File: config.mk
export PLATFORM = sky130hd
export DESIGN_NAME = kmcSrcSel
export DESIGN_NICKNAME = d
export VERILOG_FILES = /design/src/kmc_pkg.sv /design/src/kmcSrcSel.sv
export VERILOG_INCLUDE_DIRS = /design/src /design/src/src
export SDC_FILE = /design/constraint.sdc
export NUM_CORES = 1
export LEC_CHECK = 0
export ABC_AREA = 1
export BUFFER_PORTS_ARGS = -buffer_cell sky130_fd_sc_hd__buf_2
export CAP_MARGIN = 40
export CELL_PAD_IN_SITES_DETAIL_PLACEMENT = 1
export CELL_PAD_IN_SITES_GLOBAL_PLACEMENT = 2
export CORE_MARGIN = 2
export CORE_UTILIZATION = 12
export DETAILED_ROUTE_END_ITERATION = 8
export PLACE_DENSITY_LB_ADDON = 0.05
export SYNTH_ARGS = -nofsm -noshare
export SYNTH_HDL_FRONTEND = slang
export SYNTH_SLANG_ARGS = --single-unit
File: constraint.sdc
create_clock -name vclk -period 0.8
set_clock_uncertainty 0.05 [all_clocks]
set_input_delay 0.08 -clock vclk [all_inputs]
set_output_delay 0.08 -clock vclk [all_outputs]
set_load 0.02 [all_outputs]
File: src/kmc_settings.svh
////////////////////
// Build constants for the KMC data path
// MAR carries one bit above the RAM address to flag a wrap on increment
// Field widths below must add up to KMC_CRAM_WIDTH
////////////////////
`ifndef KMC_SETTINGS_SVH
`define KMC_SETTINGS_SVH

// Byte-wide data path
`define KMC_DATA_WIDTH 8

// 1K byte scratch RAM
`define KMC_MEM_DEPTH 1024

// RAM address plus the wrap bit
`define KMC_MAR_WIDTH 11

// One control RAM word
`define KMC_CRAM_WIDTH 20

// Control word field widths
`define KMC_SRC_WIDTH 3
`define KMC_ALUOP_WIDTH 4
`define KMC_DST_WIDTH 3
`define KMC_MAROP_WIDTH 2

`endif

File: src/kmc_pkg.sv
////////////////////
// Control word layout and field encodings
// Field widths come from kmc_settings.svh
// Codes not listed in an enum are unused
////////////////////
`include "kmc_settings.svh"

package kmc_pkg;

   // Operand source
   // SRC_JMP is the branch class and never a move
   typedef enum logic [`KMC_SRC_WIDTH-1:0] {
      SRC_IMMED = 3'd0,
      SRC_IBUS  = 3'd1,
      SRC_MEM   = 3'd2,
      SRC_BRG   = 3'd3,
      SRC_JMP   = 3'd4
   } kmcSrc_t;

   // Result destination
   typedef enum logic [`KMC_DST_WIDTH-1:0] {
      DST_NONE = 3'd0,
      DST_MEM  = 3'd1,
      DST_BRG  = 3'd2,
      DST_OBUS = 3'd3
   } kmcDst_t;

   // Address register action
   typedef enum logic [`KMC_MAROP_WIDTH-1:0] {
      MAR_HOLD = 2'd0,
      MAR_LDLO = 2'd1,
      MAR_LDHI = 2'd2,
      MAR_INC  = 2'd3
   } kmcMarOp_t;

   // ALU function
   typedef enum logic [`KMC_ALUOP_WIDTH-1:0] {
      ALU_PASS = 4'd0,
      ALU_ADD  = 4'd1,
      ALU_SUB  = 4'd2,
      ALU_AND  = 4'd3,
      ALU_OR   = 4'd4,
      ALU_XOR  = 4'd5,
      ALU_NOT  = 4'd6,
      ALU_INC  = 4'd7
   } kmcAluOp_t;

   // Full control word, src in the top bits
   typedef struct packed {
      kmcSrc_t                    src;
      kmcAluOp_t                  aluOp;
      kmcDst_t                    dst;
      kmcMarOp_t                  marOp;
      logic [`KMC_DATA_WIDTH-1:0] imm;
   } kmcCram_t;

endpackage

File: src/kmcSrcSel.sv
////////////////////
// ALU operand selector
// Purely combinational
// SRC_JMP and unused codes fall back to the immediate field
////////////////////
`timescale 1ns/100ps
`include "kmc_settings.svh"

module kmcSrcSel
(
   input  kmc_pkg::kmcSrc_t           src,
   input  logic [`KMC_DATA_WIDTH-1:0] imm,
   input  logic [`KMC_DATA_WIDTH-1:0] ibus,
   input  logic [`KMC_DATA_WIDTH-1:0] memData,
   input  logic [`KMC_DATA_WIDTH-1:0] brg,
   output logic [`KMC_DATA_WIDTH-1:0] operand
);

   import kmc_pkg::*;

   // Four-way source mux
   always_comb
   begin
      case (src)
         // Literal from the control word
         SRC_IMMED: operand = imm;
         // External input bus level
         SRC_IBUS:  operand = ibus;
         // Registered RAM read at the previous MAR
         SRC_MEM:   operand = memData;
         // Bridge register feedback
         SRC_BRG:   operand = brg;
         // Branch word, value goes nowhere
         default:   operand = imm;
      endcase
   end

endmodule

==> impl_metrics.ini, run 1 <==
[sta]
setup_tns_ns = -0.638
fin_crit_sh_pct = 112
maxSlewHeadroom_pct = 89.6
tightest_slew_ns = 0.157
slew_violations = 0
fmax_mhz = 1110
finalSetupViolCount = 8
layout_setup_ws_ns = -0.0973
rsz0062_at_grt = true
hold_viol = 0
period_minus_slack_ns = 0.897

[synth]
avgSynthCellArea_um2 = 6.56
ys_types = 9
synthesis.area_um2 = 322
ys_seq_area_share_pct = 0
synth_compound_area_share_pct = 0
synth_simple_gate_area_share_pct = 82.9
synth-adder-area-share_pct = 0
synth_xor_area_share_pct = 0
synth_top_family_by_area = simple AND/OR/NAND/NOR gates
synth_nets = 84
postSynthCellCount = 49
yosys_warnings = 0
synth_mux_area_share_pct = 0

[detailed_routing]
via_count = 583
drt-pass1-iter-count = 4
ant_nets = 0
drcViolationCount = 0
routed_wl_um = 1710
drtIter0Drc = 14
wire_per_inst_um = 13.6
viasPerCell = 4.63

[setup_path]
endpoint = operand[1]
endpoint_kind = primary output
critical_path.max_fanout = 8
crit_type = in -> out
arrival_ns = 0.77
worstSetupStartpointType = input pin
cp.required_ns = 0.67
cp-startpoint = src[2]

[die]
start_util_pct = 12.9
fp.dieW_um = 55.8
coreArea_um2 = 2500
ios = 43
rows = 18
die_y_um = 55.8
design.die.area_um2 = 3110

[finish]
diodes = 0
register_area_um2 = 0
final_common_cell = buf_2
utilization_pct = 26.7
final_cell_mix = buf_2 (32), nand4_1 (24), buf_4 (12)
seq_cells = 0
clockBufferCount = 0
nFillCells = 327
fin_nets = 133
drive_gt1_share_pct = 60.4
syn_to_final_growth_pct = 107

[power]
p_leak_nw = 0.332
p_seq_share_pct = 0
pwr-share-clk_pct = 0
intPower_w = 0.000199
pwr-share-comb_pct = 100.0
p_sw_share_pct = 51.7
power.switching_w = 0.000213
power_density_nw_per_um2 = 619
power_w = 0.000413
ir_worst_vdd_uv = 203

[outcome]
violations = setup timing
status = complete, but fails checks

[job]
drv_cap = 0

[grt]
grt.overflow.total = 0
antenna_found_initial = 0
grt_first_pass_wirelength_um = 2940
grt_max_degree = 9
grt_usage_pct = 11.3
grt_pass1_vias = 604

[place]
finalWeightedCongestion = 0.713
port_buffers = 43
dp_hpwl_um = 1430

[cts]
cts_hold_buffers = 0

[hold_path]
hold_path.class = in -> out
[metal layers]
metal  global-route usage (%)  up-vias  wire (um)  share of wire (%)
met5                        0        -          0                  0
met4                        0        0          0                  0
met3                     1.40        0        120                7.0
met2                     20.4       25        844                 49
met1                     15.1      259        748                 44
li1                         -      299          -                  -
[cell families (layout without fill, tap and decap cells)]
kind of cell           Yosys count  in the layout
AND/OR/NAND/NOR                 43             44
buffers and inverters            6             52
[worst max-delay path, cell delays in order]
cell      delay (ns)
buf_8           0.10
clkinv_8        0.06
nand2_8         0.06
nor2_8          0.15
nand2_1         0.08
nand4_1         0.08
buf_4           0.15
[area by class of cell]
type,instances,area [um^2],share of cell area [%]
inverters,2,20.0,3.00
multi-input cells,44,288,43.2
well taps,30,37.5,5.63
repair buffers,50,322,48.2
[stage by stage]
step	cells	hold slack (ns)	setup WS (ns)	area (um^2)
2_1_floorplan	49	0.314	0.0205	322
3_3_place_gp	124	0.440	-0.168	574
3_5_place_dp	124	0.446	-0.178	574
4_1_cts	126	0.431	-0.129	639
5_1_grt	126	0.452	-0.151	667
6_report	126	0.426	-0.0973	667
[worst min path at each step]
stage,start,endpoint,slack (ns),cells after the start
after global routing,memData[3],operand[3],0.45,4
after global placement,memData[6],operand[6],0.44,4
final,memData[7],operand[7],0.43,4
after detailed placement,memData[4],operand[4],0.45,4
after CTS,memData[6],operand[6],0.43,4
after floorplan,memData[0],operand[0],0.31,2
[repair_timing]
action / CTS / global route
resized for setup: 16 / 7
cloned: 1 / 0
pin swaps: 4 / 5
buffers inserted: 1 / 0
setup endpoints to repair: 8 / 8
[power by group through the flow]
stage	clock (W)	combinational [W]	sequential [W]
2_1_floorplan	0	0.000193	0
4_1_cts	0	0.000403	0
3_5_place_dp	0	0.000350	0
5_1_grt	0	0.000451	0
6_report	0	0.000413	0
3_3_place_gp	0	0.000354	0
[Yosys cell counts]
cell type | number | area (um^2)
nand2_2 | 1 | 6.26
nand2_1 | 8 | 30.0
inv_2 | 1 | 3.75
buf_6 | 4 | 45.0
nand4_1 | 24 | 150
nor2_8 | 1 | 20.0
nand3_1 | 8 | 40.0
inv_4 | 1 | 6.26
nand2_8 | 1 | 20.0
Power figures use the tool's default switching activity.
==> inputs of run 2 (changes only) <==
--- a/config.mk
+++ b/config.mk
@@ -6,13 +6,12 @@
 export SDC_FILE = /design/constraint.sdc
 export NUM_CORES = 1
 export LEC_CHECK = 0
-export ABC_AREA = 1
 export BUFFER_PORTS_ARGS = -buffer_cell sky130_fd_sc_hd__buf_2
 export CAP_MARGIN = 40
 export CELL_PAD_IN_SITES_DETAIL_PLACEMENT = 1
 export CELL_PAD_IN_SITES_GLOBAL_PLACEMENT = 2
 export CORE_MARGIN = 2
-export CORE_UTILIZATION = 12
+export CORE_UTILIZATION = 14
 export DETAILED_ROUTE_END_ITERATION = 8
 export PLACE_DENSITY_LB_ADDON = 0.05
 export SYNTH_ARGS = -nofsm -noshare
==> impl_metrics.ini, run 2 <==
[place]
finalWeightedCongestion = 0.740
dp_hpwl_um = 1400
port_buffers = 43
placed_area_um2 = 734
post-place-ws_ns = -0.462

[outcome]
violations = setup timing
status = complete, but fails checks

[synth]
synthesis.area_um2 = 374
yosysTopAreaCell = and2b_2
synth_nets = 82
synthTopCellsByCount = a21oi_1 (8), and2b_2 (8), a22oi_1 (6), mux2_2 (6), o21ai_0 (6)
netlist.area_leader.share_pct = 18.7
synthTopCellsByArea = and2b_2 (19%), mux2_2 (18%), a22oi_1 (12%)
yosys_warnings = 0
avgSynthCellArea_um2 = 7.96
ys_seq_area_share_pct = 0
postSynthCellCount = 47
ys_types = 13

[finish]
final_area_um2 = 870
final_common_cell = buf_2
seq_cells = 0
syn_to_final_growth_pct = 132
clockBufferCount = 0
fin_nets = 135
register_area_um2 = 0
diodes = 0
final_cell_mix = buf_2 (34), buf_4 (11)
drive_gt1_share_pct = 96.9

[detailed_routing]
drt-pass1-iter-count = 4
wire_per_inst_um = 13.1
viasPerCell = 4.29
routed_wl_um = 1680
drtIter0Drc = 6
ant_nets = 0
drcViolationCount = 0
via_count = 549

[sta]
rsz0062_at_grt = true
fmax_mhz = 932
tightest_slew_ns = 0.190
slew_violations = 0
maxSlewHeadroom_pct = 87.3
period_minus_slack_ns = 1.07
hold_viol = 0
layout_setup_ws_ns = -0.273
finalSetupViolCount = 8
fin_crit_sh_pct = 134

[cts]
post_cts_buffers = 0

[setup_path]
endpoint_kind = primary output
crit_type = in -> out
arrival_ns = 0.94
worstSetupStartpointType = input pin
critical_path.max_fanout = 6
cp.required_ns = 0.67

[power]
p_sw_share_pct = 42.5
pwr-share-comb_pct = 100.0
intPower_w = 0.000322
p_seq_share_pct = 0
pwr-share-clk_pct = 0
power.switching_w = 0.000237
ir_worst_vdd_uv = 291
p_leak_nw = 0.416
power_density_nw_per_um2 = 643

[die]
die_y_um = 55.7
rows = 18
design.die.area_um2 = 3100
start_util_pct = 15.0
fp.dieW_um = 55.7
coreArea_um2 = 2500
ios = 43

[grt]
grt_usage_pct = 10.9
antenna_found_initial = 0
grt.overflow.total = 0
grt_first_pass_wirelength_um = 2850
grt_pass1_vias = 598
grt_max_degree = 9

[job]
drv_cap = 0

[hold_path]
hold_path.class = in -> out
-- run 2: cell count changes after synthesis, moves of 3 or more --
cell     before  now
buf_2         0    3
nand2_1       8    0
nand4_1      24    0
mux2_2        0    6
o21ai_0       0    6
a22oi_1       0    6
buf_6         4    1
and2b_2       0    8
a21oi_1       0    8
nand3_1       8    0
-- run 2: worst paths after layout --
path | startpoint | end | slack (ns) | cells after the start
setup / recovery | src[0] | operand[4] | -0.27 | 6
hold / removal | imm[5] | operand[5] | 0.45 | 4
-- run 2: power groups by stage --
stage	logic [W]	registers [W]	clock network, W
after detailed placement	0.000455	0	0
after CTS	0.000560	0	0
after global placement	0.000456	0	0
final	0.000559	0	0
after floorplan	0.000266	0	0
after global routing	0.000600	0	0
-- run 2: per-layer routing --
layer	vias to the layer above	part of all wire [%]	global-route usage [%]	wire length, um
met5	-	0	0	0
met4	0	0	0	0
met3	0	13	3.26	213
met2	32	42	18.0	702
met1	235	45	14.8	763
li1	282	-	-	-
-- run 2: through the flow --
step                      TNS, ns  utilization [%]  total power, W  cells  hold slack (ns)
after floorplan             -1.02                -        0.000266     47            0.187
after global placement      -3.06             29.4        0.000456    127            0.478
after detailed placement    -3.10             29.4        0.000455    127            0.484
after CTS                   -1.68             34.5        0.000560    128            0.454
after global routing        -1.87             34.8        0.000600    128            0.475
final                       -1.57             34.8        0.000559    128            0.453
-- run 2: layout make-up --
type | count | area [um^2]
Multi-Input combinational cell | 42 | 427
Tap cell | 30 | 37.5
Fill cell | 306 | 1630
Timing Repair Buffer | 56 | 405
-- run 2: logic make-up (layout without fill, tap and decap cells) --
group | Yosys count | in the layout | share of synthesized area [%]
compound gates | 24 | 24 | 40.1
simple gates | 10 | 10 | 22.7
mux | 8 | 8 | 26.1
buf+inv | 5 | 56 | 11.0
-- run 2: worst max-delay path, stage by stage --
cell     delay, ns
buf_12        0.11
buf_8         0.12
mux2_4        0.29
a22oi_2       0.13
o21ai_2       0.08
buf_6         0.13
-- run 2: what timing repair did --
action / in CTS / in global routing
hold buffers: 0 / 0
endpoints found under the setup margin: 8 / 8
gates resized for setup: 30 / 2
pin swaps: 7 / 4
cloned: 1 / 0
