$ cat src/kmc_settings.svh
////////////////////
// Build constants for the KMC data path
// MAR carries one bit above the RAM address to flag a wrap on increment
// Field widths below must add up to KMC_CRAM_WIDTH
////////////////////
`ifndef KMC_SETTINGS_SVH
`define KMC_SETTINGS_SVH

// Byte-wide data path
`define KMC_DATA_WIDTH 8

// 1K byte scratch RAM
`define KMC_MEM_DEPTH 1024

// RAM address plus the wrap bit
`define KMC_MAR_WIDTH 11

// One control RAM word
`define KMC_CRAM_WIDTH 20

// Control word field widths
`define KMC_SRC_WIDTH 3
`define KMC_ALUOP_WIDTH 4
`define KMC_DST_WIDTH 3
`define KMC_MAROP_WIDTH 2

`endif

$ cat src/kmc_pkg.sv
////////////////////
// Control word layout and field encodings
// Field widths come from kmc_settings.svh
// Codes not listed in an enum are unused
////////////////////
`include "kmc_settings.svh"

package kmc_pkg;

   // Operand source
   // SRC_JMP is the branch class and never a move
   typedef enum logic [`KMC_SRC_WIDTH-1:0] {
      SRC_IMMED = 3'd0,
      SRC_IBUS  = 3'd1,
      SRC_MEM   = 3'd2,
      SRC_BRG   = 3'd3,
      SRC_JMP   = 3'd4
   } kmcSrc_t;

   // Result destination
   typedef enum logic [`KMC_DST_WIDTH-1:0] {
      DST_NONE = 3'd0,
      DST_MEM  = 3'd1,
      DST_BRG  = 3'd2,
      DST_OBUS = 3'd3
   } kmcDst_t;

   // Address register action
   typedef enum logic [`KMC_MAROP_WIDTH-1:0] {
      MAR_HOLD = 2'd0,
      MAR_LDLO = 2'd1,
      MAR_LDHI = 2'd2,
      MAR_INC  = 2'd3
   } kmcMarOp_t;

   // ALU function
   typedef enum logic [`KMC_ALUOP_WIDTH-1:0] {
      ALU_PASS = 4'd0,
      ALU_ADD  = 4'd1,
      ALU_SUB  = 4'd2,
      ALU_AND  = 4'd3,
      ALU_OR   = 4'd4,
      ALU_XOR  = 4'd5,
      ALU_NOT  = 4'd6,
      ALU_INC  = 4'd7
   } kmcAluOp_t;

   // Full control word, src in the top bits
   typedef struct packed {
      kmcSrc_t                    src;
      kmcAluOp_t                  aluOp;
      kmcDst_t                    dst;
      kmcMarOp_t                  marOp;
      logic [`KMC_DATA_WIDTH-1:0] imm;
   } kmcCram_t;

endpackage

$ cat src/kmcAlu.sv
////////////////////
// 8-bit ALU with the bridge and output bus registers
// BRG is the second operand of every two-operand function
// No flags, results wrap modulo 256
// Registers change only on a stepped move word
////////////////////
`timescale 1ns/100ps
`include "kmc_settings.svh"

module kmcAlu
(
   input  logic                       clk,
   input  logic                       rst,
   input  logic                       init,
   input  logic                       step,
   input  kmc_pkg::kmcCram_t          cram,
   input  logic [`KMC_DATA_WIDTH-1:0] operand,
   output logic [`KMC_DATA_WIDTH-1:0] result,
   output logic [`KMC_DATA_WIDTH-1:0] brg,
   output logic [`KMC_DATA_WIDTH-1:0] obus
);

   import kmc_pkg::*;

   // Move decode
   logic isMove;
   // Register load enables
   logic brgLoad;
   logic obusLoad;

   // Any source except the branch class is a move
   assign isMove = (cram.src != SRC_JMP);

   assign brgLoad  = step && isMove && (cram.dst == DST_BRG);
   assign obusLoad = step && isMove && (cram.dst == DST_OBUS);

   ////////////////////
   // Function unit
   ////////////////////

   // Carries out of bit 7 are dropped
   always_comb
   begin
      case (cram.aluOp)
         ALU_PASS: result = operand;
         ALU_ADD:  result = operand + brg;
         // Operand minus BRG
         ALU_SUB:  result = operand - brg;
         ALU_AND:  result = operand & brg;
         ALU_OR:   result = operand | brg;
         ALU_XOR:  result = operand ^ brg;
         // Single operand functions
         ALU_NOT:  result = ~operand;
         ALU_INC:  result = operand + 1'b1;
         // Unused codes act as pass
         default:  result = operand;
      endcase
   end

   ////////////////////
   // Bridge and output registers
   ////////////////////

   // Init clears both like reset
   always_ff @(posedge clk)
   begin
      if (rst || init)
      begin
         brg  <= '0;
         obus <= '0;
      end
      else
      begin
         if (brgLoad)
            brg <= result;
         // Output bus holds until the next OBUS move
         if (obusLoad)
            obus <= result;
      end
   end

endmodule

$ cat config.mk
export PLATFORM = sky130hd
export DESIGN_NAME = kmcAlu
export DESIGN_NICKNAME = d
export VERILOG_FILES = /design/src/kmc_pkg.sv /design/src/kmcAlu.sv
export VERILOG_INCLUDE_DIRS = /design/src /design/src/src
export SDC_FILE = /design/constraint.sdc
export NUM_CORES = 1
export LEC_CHECK = 0
export ABC_AREA = 1
export BUFFER_PORTS_ARGS = -buffer_cell sky130_fd_sc_hd__buf_2
export CORE_MARGIN = 10
export CORE_UTILIZATION = 52
export DETAILED_ROUTE_END_ITERATION = 6
export GPL_TIMING_DRIVEN = 0
export PLACE_DENSITY = 0.81
export SYNTH_ARGS = -nofsm -noshare
export SYNTH_HDL_FRONTEND = slang
export SYNTH_SLANG_ARGS = --single-unit
$ cat constraint.sdc
create_clock -name clk -period 3.6 [get_ports clk]
set_input_delay 0.72 -clock clk [delete_from_list [all_inputs] [get_ports clk]]
set_output_delay 0.72 -clock clk [all_outputs]
set_load 0.05 [all_outputs]
==> results.txt, run 1 <==
- Number of nets with antenna violations after routing: 0
- Overall overflow remaining after global route: 0
- Cell depth of the worst hold path: 2
* Setup violation total in the final timing report: 0
* Share of the synthesized area in the top cell type: 0.182
* Family with the most delay on the worst path: simple AND/OR/NAND/NOR gates
* Startpoint types: primary input
- Post-synthesis instance area: 1760 um2
* Final period utilization: 0.981
- Commonest register cell after synthesis: sky130_fd_sc_hd__dfxtp_1
* Antenna Cells: 0
- The pre-antenna-repair detailed-routing pass consisted of 4 iterations.
* Count of flip-flops with a built-in enable after synthesis: 0
- Slowest cell on the critical path: sky130_fd_sc_hd__fa_2
- The worst register-to-register path has a depth of 19.
- Worst path setup slack after routing: 67.2 ps
* Area of placed instances: 2040 um2
- The final layout contains routed wiring with a total length of 5630 um.
- The critical path runs through a total of 21 cells.
* CTS clock-pin slew for the worst setup and hold paths: 80 ps
- Most frequent standard cell in the layout excluding fill and tap cells: sky130_fd_sc_hd__buf_2
- Input and output buffers added on the ports amount to 45.
- WL met3: 332 um
- The via count of the first global-routing pass was 1866.
- Max-Slew Margin vs Limit: 0.701
* Largest net degree at the start of global routing: 11
- Final max-slew violation count: 0
- Buffer levels on the longest clock path: 2
- Of all nets on the critical path, the largest fanout is 7.
- Worst-margin pin slew: 446 ps
* TritonCTS clock tree: yes
- STA classifies the critical path endpoint as a primary output.
- The Yosys step of the flow raised 0 warnings.
* Result of the run: finished clean
* Half-perimeter wire length of the detailed placement result: 3860 um
* Number of vias in the routed layout: 2106
- Ordered cell list for the critical path: buf_2 > nand2_2 > clkinv_4 > nand2_8 > nand2_2 > ha_4 > fa_2 > nand2_2 > nand2_2 > nand2_2 > nand2_1 > nand2_1 > nand2_1 > nand2_1 > nand2_1 > nand2_1 > nand3_1 > nand2_2 > o21ai_4 > inv_2 > buf_8
- The worst setup path is of the in -> out kind.
- Dividing the detail-routed wire length by the instance count gives 14.8 um.
- After detailed routing, the number of remaining DRC violations is 0.
- Hold Violations, Final: 0
- Counting I/O delays and the setup requirement, the final critical path takes 3530 ps.
- Met2 routed wirelength: 2870 um
- Pre-CTS worst setup slack: -321 ps
- The first global-routing pass estimated 8490 um of wire.
* Count of buffering cells on the critical path with inverters included: 4
* Post-synth ARST share: 0
* Ratio of total power to cell area: 198 nW/um2
- Cell type contributing the most total cell area after synthesis: sky130_fd_sc_hd__dfxtp_1
- Arrival time at the worst endpoint: 2810 ps
- In this run the static leakage power is 1.26 nW.
- The floorplan step defined a die boundary enclosing 6110 um2.
* Area of the core: 3310 um2
- The number of nets in the synthesized netlist is 324.
- Unrepaired setup endpoints after global routing: true
- Number of design-rule violations left by the first detailed-router iteration: 165
- Gate count of the mapped netlist: 267
* Net count reported at finish: 394
- The average instance in the mapped netlist occupies 6.59 um2.
- The share of the Yosys chip area taken by registers is 0.182.
- For this design, the CTS-stage hold fixing added 0 buffers.
* Clk_lat worst skew: 280 ps
- Max Clock Freq: 0.283 GHz
* Count of different cell masters after synthesis: 33
* Number of vias per cell after detailed routing: 5.53
- Yosys attributes the largest share of cell area to sky130_fd_sc_hd__dfxtp_1 18%, sky130_fd_sc_hd__ha_1 17%, sky130_fd_sc_hd__nand2_1 9.8%, sky130_fd_sc_hd__inv_1 9.0%, sky130_fd_sc_hd__nand3_1 8.8%.
- Total track usage: 0.159
- Maximum vdd drop: 0.208 mV
- Once layout is done, the placed cells without fillers occupy 2470 um2.
- Of the cells placed in the final design, the portion with a size suffix greater than 1 is 0.415.
- Area growth from synthesis to layout: 40.4%
- Global placer's final weighted congestion: 0.918
- Counting every sink on the clock net gives 16.
- Horizontal die dimension: 78.2 um
- For this run, the slowest stage of the critical path takes 360 ps.
* Count of boundary I/O pins: 56
* Yosys reg bits: 16
* Post-route core utilization: 0.746
* Hold crit path type: reg -> reg
* Number of antenna violations at the first check in global routing: 0
- Clock Skew: 0.454 ps
- The initial utilization of the core area, before any placement, comes to 0.532.
* FP Rows: 21
- Count of max-cap constraint violations: 0
- Clock tree synthesis selected as its root buffer the cell sky130_fd_sc_hd__clkbuf_4.
- Length of routed wiring on met1: 2360 um
- TritonCTS buffer count: 3
- Number of levels in the clock H-tree: 1
- Data required time at the worst endpoint: 2880 ps
- Measured along the y axis, the die boundary spans 78.2 um.
- Signal routing reaches up to met4.
* Commonest cells after routing, fill and taps aside: 40 x sky130_fd_sc_hd__buf_2, 33 x sky130_fd_sc_hd__nand2_1, 32 x sky130_fd_sc_hd__inv_1
power by group:
group | internal [mW] | switching [mW] | total (mW)
sequential | 0.178 | 0.00318 | 0.181
clock | 0.0389 | 0.0516 | 0.0905
combinational | 0.0772 | 0.141 | 0.218
total | 0.294 | 0.196 | 0.490
Yosys cell counts (2+ instances only):
library cell and count:
sky130_fd_sc_hd__o2111ai_1 2, sky130_fd_sc_hd__nand2_1 46, sky130_fd_sc_hd__inv_1 42, sky130_fd_sc_hd__nor2_1 8, sky130_fd_sc_hd__a21oi_1 18, sky130_fd_sc_hd__nand3_1 31
sky130_fd_sc_hd__ha_1 24, sky130_fd_sc_hd__nor2_4 2, sky130_fd_sc_hd__a211oi_1 3, sky130_fd_sc_hd__o211ai_1 2, sky130_fd_sc_hd__dfxtp_1 16, sky130_fd_sc_hd__o21ai_1 13
sky130_fd_sc_hd__or2_2 3, sky130_fd_sc_hd__nand3_2 3, sky130_fd_sc_hd__o21ai_0 24, sky130_fd_sc_hd__inv_2 7, sky130_fd_sc_hd__a21oi_2 2, sky130_fd_sc_hd__clkbuf_1 2
sky130_fd_sc_hd__nand2_2 2, sky130_fd_sc_hd__buf_2 2, sky130_fd_sc_hd__o22ai_1 2, sky130_fd_sc_hd__o21ai_2 2
worst register-to-register path, cell delays in order, from the launching register on:
cell,delay [ps]
sky130_fd_sc_hd__dfxtp_4,370
sky130_fd_sc_hd__inv_4,70
sky130_fd_sc_hd__ha_4,140
sky130_fd_sc_hd__inv_4,40
sky130_fd_sc_hd__nor3_4,150
sky130_fd_sc_hd__inv_2,70
sky130_fd_sc_hd__o31ai_4,230
sky130_fd_sc_hd__nand3_1,100
sky130_fd_sc_hd__o21ai_1,110
sky130_fd_sc_hd__ha_1,280
sky130_fd_sc_hd__inv_2,70
sky130_fd_sc_hd__o21bai_1,80
sky130_fd_sc_hd__a21oi_2,120
sky130_fd_sc_hd__nand2_2,90
sky130_fd_sc_hd__nand3_2,80
sky130_fd_sc_hd__nand3_2,60
sky130_fd_sc_hd__nand2_2,70
sky130_fd_sc_hd__nand2_2,70
sky130_fd_sc_hd__buf_4,140
sky130_fd_sc_hd__a21oi_2,100
final cells by class:
class	instances	area [um2]
inverters	50	205
fillers	278	840
well taps	46	57.6
clock buffers	3	22.5
multi-input cells	197	1410
flip-flops and latches	16	328
repair buffers	65	434
plain buffers	4	17.5
final timing paths:
check | startpoint | to | slack, ps
worst max-delay path | cram[14] | result[6] | 70
worst min register to register | obus[3] | obus[3] | 510
worst min-delay path | obus[3] | obus[3] | 510
worst max register to register | brg[1] | obus[7] | 1090
flip-flops by register name (all words and copies together) (netlist names):
signal / flops
brg: 8
obus: 8
per-stage QoR:
step	power [mW]	TNS (ps)	instances	hold WS, ps
after global routing	0.519	-158	381	565
after CTS	0.452	-6.13	365	510
after detailed placement	0.356	-957	358	485
after global placement	0.354	-791	358	478
final	0.490	0	381	508
after floorplan	0.305	0	267	754
what timing repair did:
item                       in CTS  in global routing
hold endpoints to repair        0                  0
resized for setup               7                 76
pin swaps                       3                 28
buffers inserted                4                 16
setup endpoints to repair       6                  6
cells by family (layout without fill, tap and decap cells):
family,count (synthesis),count (layout),share of synthesized area
flops,16,16,0.182
fa+ha+maj,25,25,0.182
buf+inv,54,122,0.118
simple gates,101,101,0.288
compound gates,71,71,0.230
routing by layer:
layer  vias to the layer above  GRT usage
met5                         -          0
met4                         0     0.0323
met3                         9     0.0364
met2                        79      0.285
met1                       985      0.189
li1                       1033          -
(Power assumes the default switching activity.)
==> run 2: changes to the inputs <==
- CORE_UTILIZATION: 52 -> 55
- PLACE_DENSITY: 0.81 -> 0.85
- clock period: 3.6 -> 4.5 ns (I/O delays scaled with it)
==> results.txt, run 2 (synthesis gave the netlist of run 1 again) <==
* Horizontal die dimension: 76.6 um (was 78.2 um)
- Detailed-router iteration count before antenna repair: 4 (unchanged)
* Worst-margin pin slew: 444 ps (was 446 ps)
- Reg-to-Reg Start: brg[1] (unchanged)
* Clock Skew: 0.532 ps (was 0.454 ps)
- Cell depth of the worst hold path: 2 (unchanged)
- Number of levels in the clock H-tree: 1 (unchanged)
- TritonCTS buffer count: 3 (unchanged)
- Largest net degree at the start of global routing: 11 (unchanged)
- The HPWL reported at the end of detailed placement was 3900 um (was 3860 um).
- The number of nets in the layout was 374 (was 394).
- Count of boundary I/O pins: 56 (unchanged)
* Ratio of total power to cell area: 181 nW/um2 (was 198 nW/um2)
- Data required time at the worst endpoint: 3600 ps (was 2880 ps)
- The endpoint of the worst register-to-register path is brg[5] (was obus[7]).
- Result of the run: finished clean (unchanged).
- The total global routing track utilization came to 0.161 (was 0.159).
- The max capacitance violation total was 0 (unchanged).
- The signal arrival time at the worst endpoint was 3350 ps (was 2810 ps).
* End point of the critical path: result[5] (was result[6])
* Slowest cell on the critical path: sky130_fd_sc_hd__ha_1 (was sky130_fd_sc_hd__fa_2)
- FP Rows: 20 (was 21)
- The layout cell share with drive strength beyond 1 was 0.247 (was 0.415).
- The count of buffers added by post-CTS timing repair for setup is 0 (was 4).
- The number of endpoints with negative hold slack in the final report was 0 (unchanged).
- Number of vias per cell after detailed routing: 5.20 (was 5.53)
* Number of nets with antenna violations after routing: 0 (unchanged)
- Largest regs: brg: 8 flops, obus: 8 flops (unchanged)
- Number of antenna violations at the first check in global routing: 0 (unchanged)
* Hold slack: 512 ps (was 508 ps)
- Antenna Cells: 0 (unchanged)
* Maximum vdd drop: 0.238 mV (was 0.208 mV)
- The number of vias after detailed routing came to 1871 (was 2106).
* Highest cell delay on the worst timing path: 330 ps (was 360 ps)
- The post-CTS clock slew at the launch and capture registers of the worst setup and hold paths is 90 ps (was 80 ps).
- The most common library cell in the layout ignoring fill and taps is sky130_fd_sc_hd__buf_2 (unchanged).
* Buffer levels on the longest clock path: 2 (unchanged)
* Launching instance or port of the critical path: cram[16] (was cram[14])
- Commonest cells after routing, fill and taps aside: 47 x sky130_fd_sc_hd__buf_2, 46 x sky130_fd_sc_hd__nand2_1, 42 x sky130_fd_sc_hd__inv_1 (was 40 x sky130_fd_sc_hd__buf_2, 33 x sky130_fd_sc_hd__nand2_1, 32 x sky130_fd_sc_hd__inv_1).
* Global placer's final weighted congestion: 0.862 (was 0.918)
- Unrepaired setup endpoints after global routing: false (was true)
- The number of resized instances in the post-cts repair step is 0 (was 7).
- The number of cells traversed by the worst register-to-register path came to 17 (was 19).
- The overall power after layout is 0.375 mW (was 0.490 mW).
* Number of design-rule violations left by the first detailed-router iteration: 179 (was 165)
- The critical path class is in -> out (unchanged).
- The area growth from synthesis to final layout was 18.0% (was 40.4%).
- The number of failing setup endpoints in the final timing report came to 0 (unchanged).
* Hold crit path type: reg -> reg (unchanged)
- Count of buffering cells on the critical path with inverters included: 5 (was 4)
* Static power due to leakage: 1.14 nW (was 1.26 nW)
* Die Span Y: 76.6 um (was 78.2 um)
- The sort of element at the end of the critical path is a primary output (unchanged).
* Max-Slew Margin vs Limit: 0.702 (was 0.701)
* Final setup TNS: 0 ps (unchanged)
- The setup slack of the worst register-to-register path came to 1880 ps (was 1090 ps).
* Finished Cell Area: 2080 um2 (was 2470 um2)
- First-pass GRT wire length: 8200 um (was 8490 um)
- The clock insertion delay at the later pin of the skew report came to 280 ps (about the same).
- TritonCTS clock tree: yes (unchanged)
- The total wire length is 4800 um (was 5630 um).
- # clock sinks: 16 (unchanged)
- The starting density of the core was 0.577 (was 0.532).
- Critical Path Fanout Max: 10 (was 7)
- The number of buffer cells added on primary ports was 45 (unchanged).
- Family with the most delay on the worst path: simple AND/OR/NAND/NOR gates (unchanged)
* Number of global-route vias before repair: 1812 (was 1866)
* Area of the core: 3050 um2 (was 3310 um2)
- Ordered cell list for the critical path: buf_2 > nor2_4 > inv_4 > nor2_8 > nand2_1 > nand3_1 > o21ai_0 > ha_1 > inv_1 > o21ai_0 > a21oi_1 > or2_2 > nand3_1 > nand2_1 > o21ai_1 > inv_1 > buf_2 (was buf_2 > nand2_2 > clkinv_4 > nand2_8 > nand2_2 > ha_4 > fa_2 > nand2_2 > nand2_2 > nand2_2 > nand2_1 > nand2_1 > nand2_1 > nand2_1 > nand2_1 > nand2_1 > nand3_1 > nand2_2 > o21ai_4 > inv_2 > buf_8)
- The critical path startpoint category is a primary input (unchanged).
- Overall overflow remaining after global route: 0 (unchanged)
- The number of fillers in the final layout is 285 (was 278).
* Root buf cell: sky130_fd_sc_hd__clkbuf_4 (unchanged)
* CTS Hold Bufs: 0 (unchanged)
- Average wire length per cell after detail routing: 13.3 um (was 14.8 um)
- The total number of cells along the worst setup path is 17 (was 21).
- Area of placed instances: 2040 um2 (about the same)
* Max Clock Freq: 0.235 GHz
- The remaining design rule violation count came to 0 (unchanged).
- The worst path needs 4250 ps of the cycle, external delays included.
* Area of the die: 5860 um2 (was 6110 um2)
- Final max-slew violation count: 0 (unchanged)
- In the finished design, the share of the clock period the worst path needs comes to 0.944.
run 2: how the worst min path moves through the flow:
stage | start | to | slack [ps]
after floorplan | obus[1] | obus[1] | 750
after global placement | obus[3] | obus[3] | 480
after detailed placement | obus[3] | obus[3] | 490
after CTS | obus[3] | obus[3] | 510
after global routing | obus[3] | obus[3] | 570
final | obus[3] | obus[3] | 510
run 2: per-layer routing:
metal  vias up  wire [um]  global-route usage
met5         -          0                   0
li1        991          -                   -
met4         0         19              0.0223
met2        40       2430               0.287
met3         2        238              0.0283
met1       838       2120               0.199
run 2: cell type report:
type	count	area [um2]	share of cell area
multi-input cells	197	1230	0.593
inverters	50	190	0.0916
well taps	44	55.1	0.0265
repair buffers	45	225	0.108
flip-flops and latches	16	320	0.154
plain buffers	4	17.5	0.00843
clock buffers	4	36.3	0.0175
run 2: through the flow:
stage	setup slack, ps	utilization	std cells
after floorplan	750	-	267
after global placement	308	0.668	356
after detailed placement	276	0.668	356
after CTS	268	0.680	360
after global routing	5.65	0.680	360
final	251	0.680	360
run 2: worst register-to-register path: cells and delay by family (launching register included):
kind	cells	cell delay (ps)
AOI/OAI and AO/OA	5	670
and+or+nand+nor	6	560
adders and majority gates	2	510
DFF	1	430
buffers and inverters	4	310
run 2: power breakdown:
group          internal (mW)  total [mW]  switching, mW
Sequential             0.143       0.145        0.00210
Clock                 0.0493      0.0930         0.0438
Combinational         0.0388       0.137         0.0981
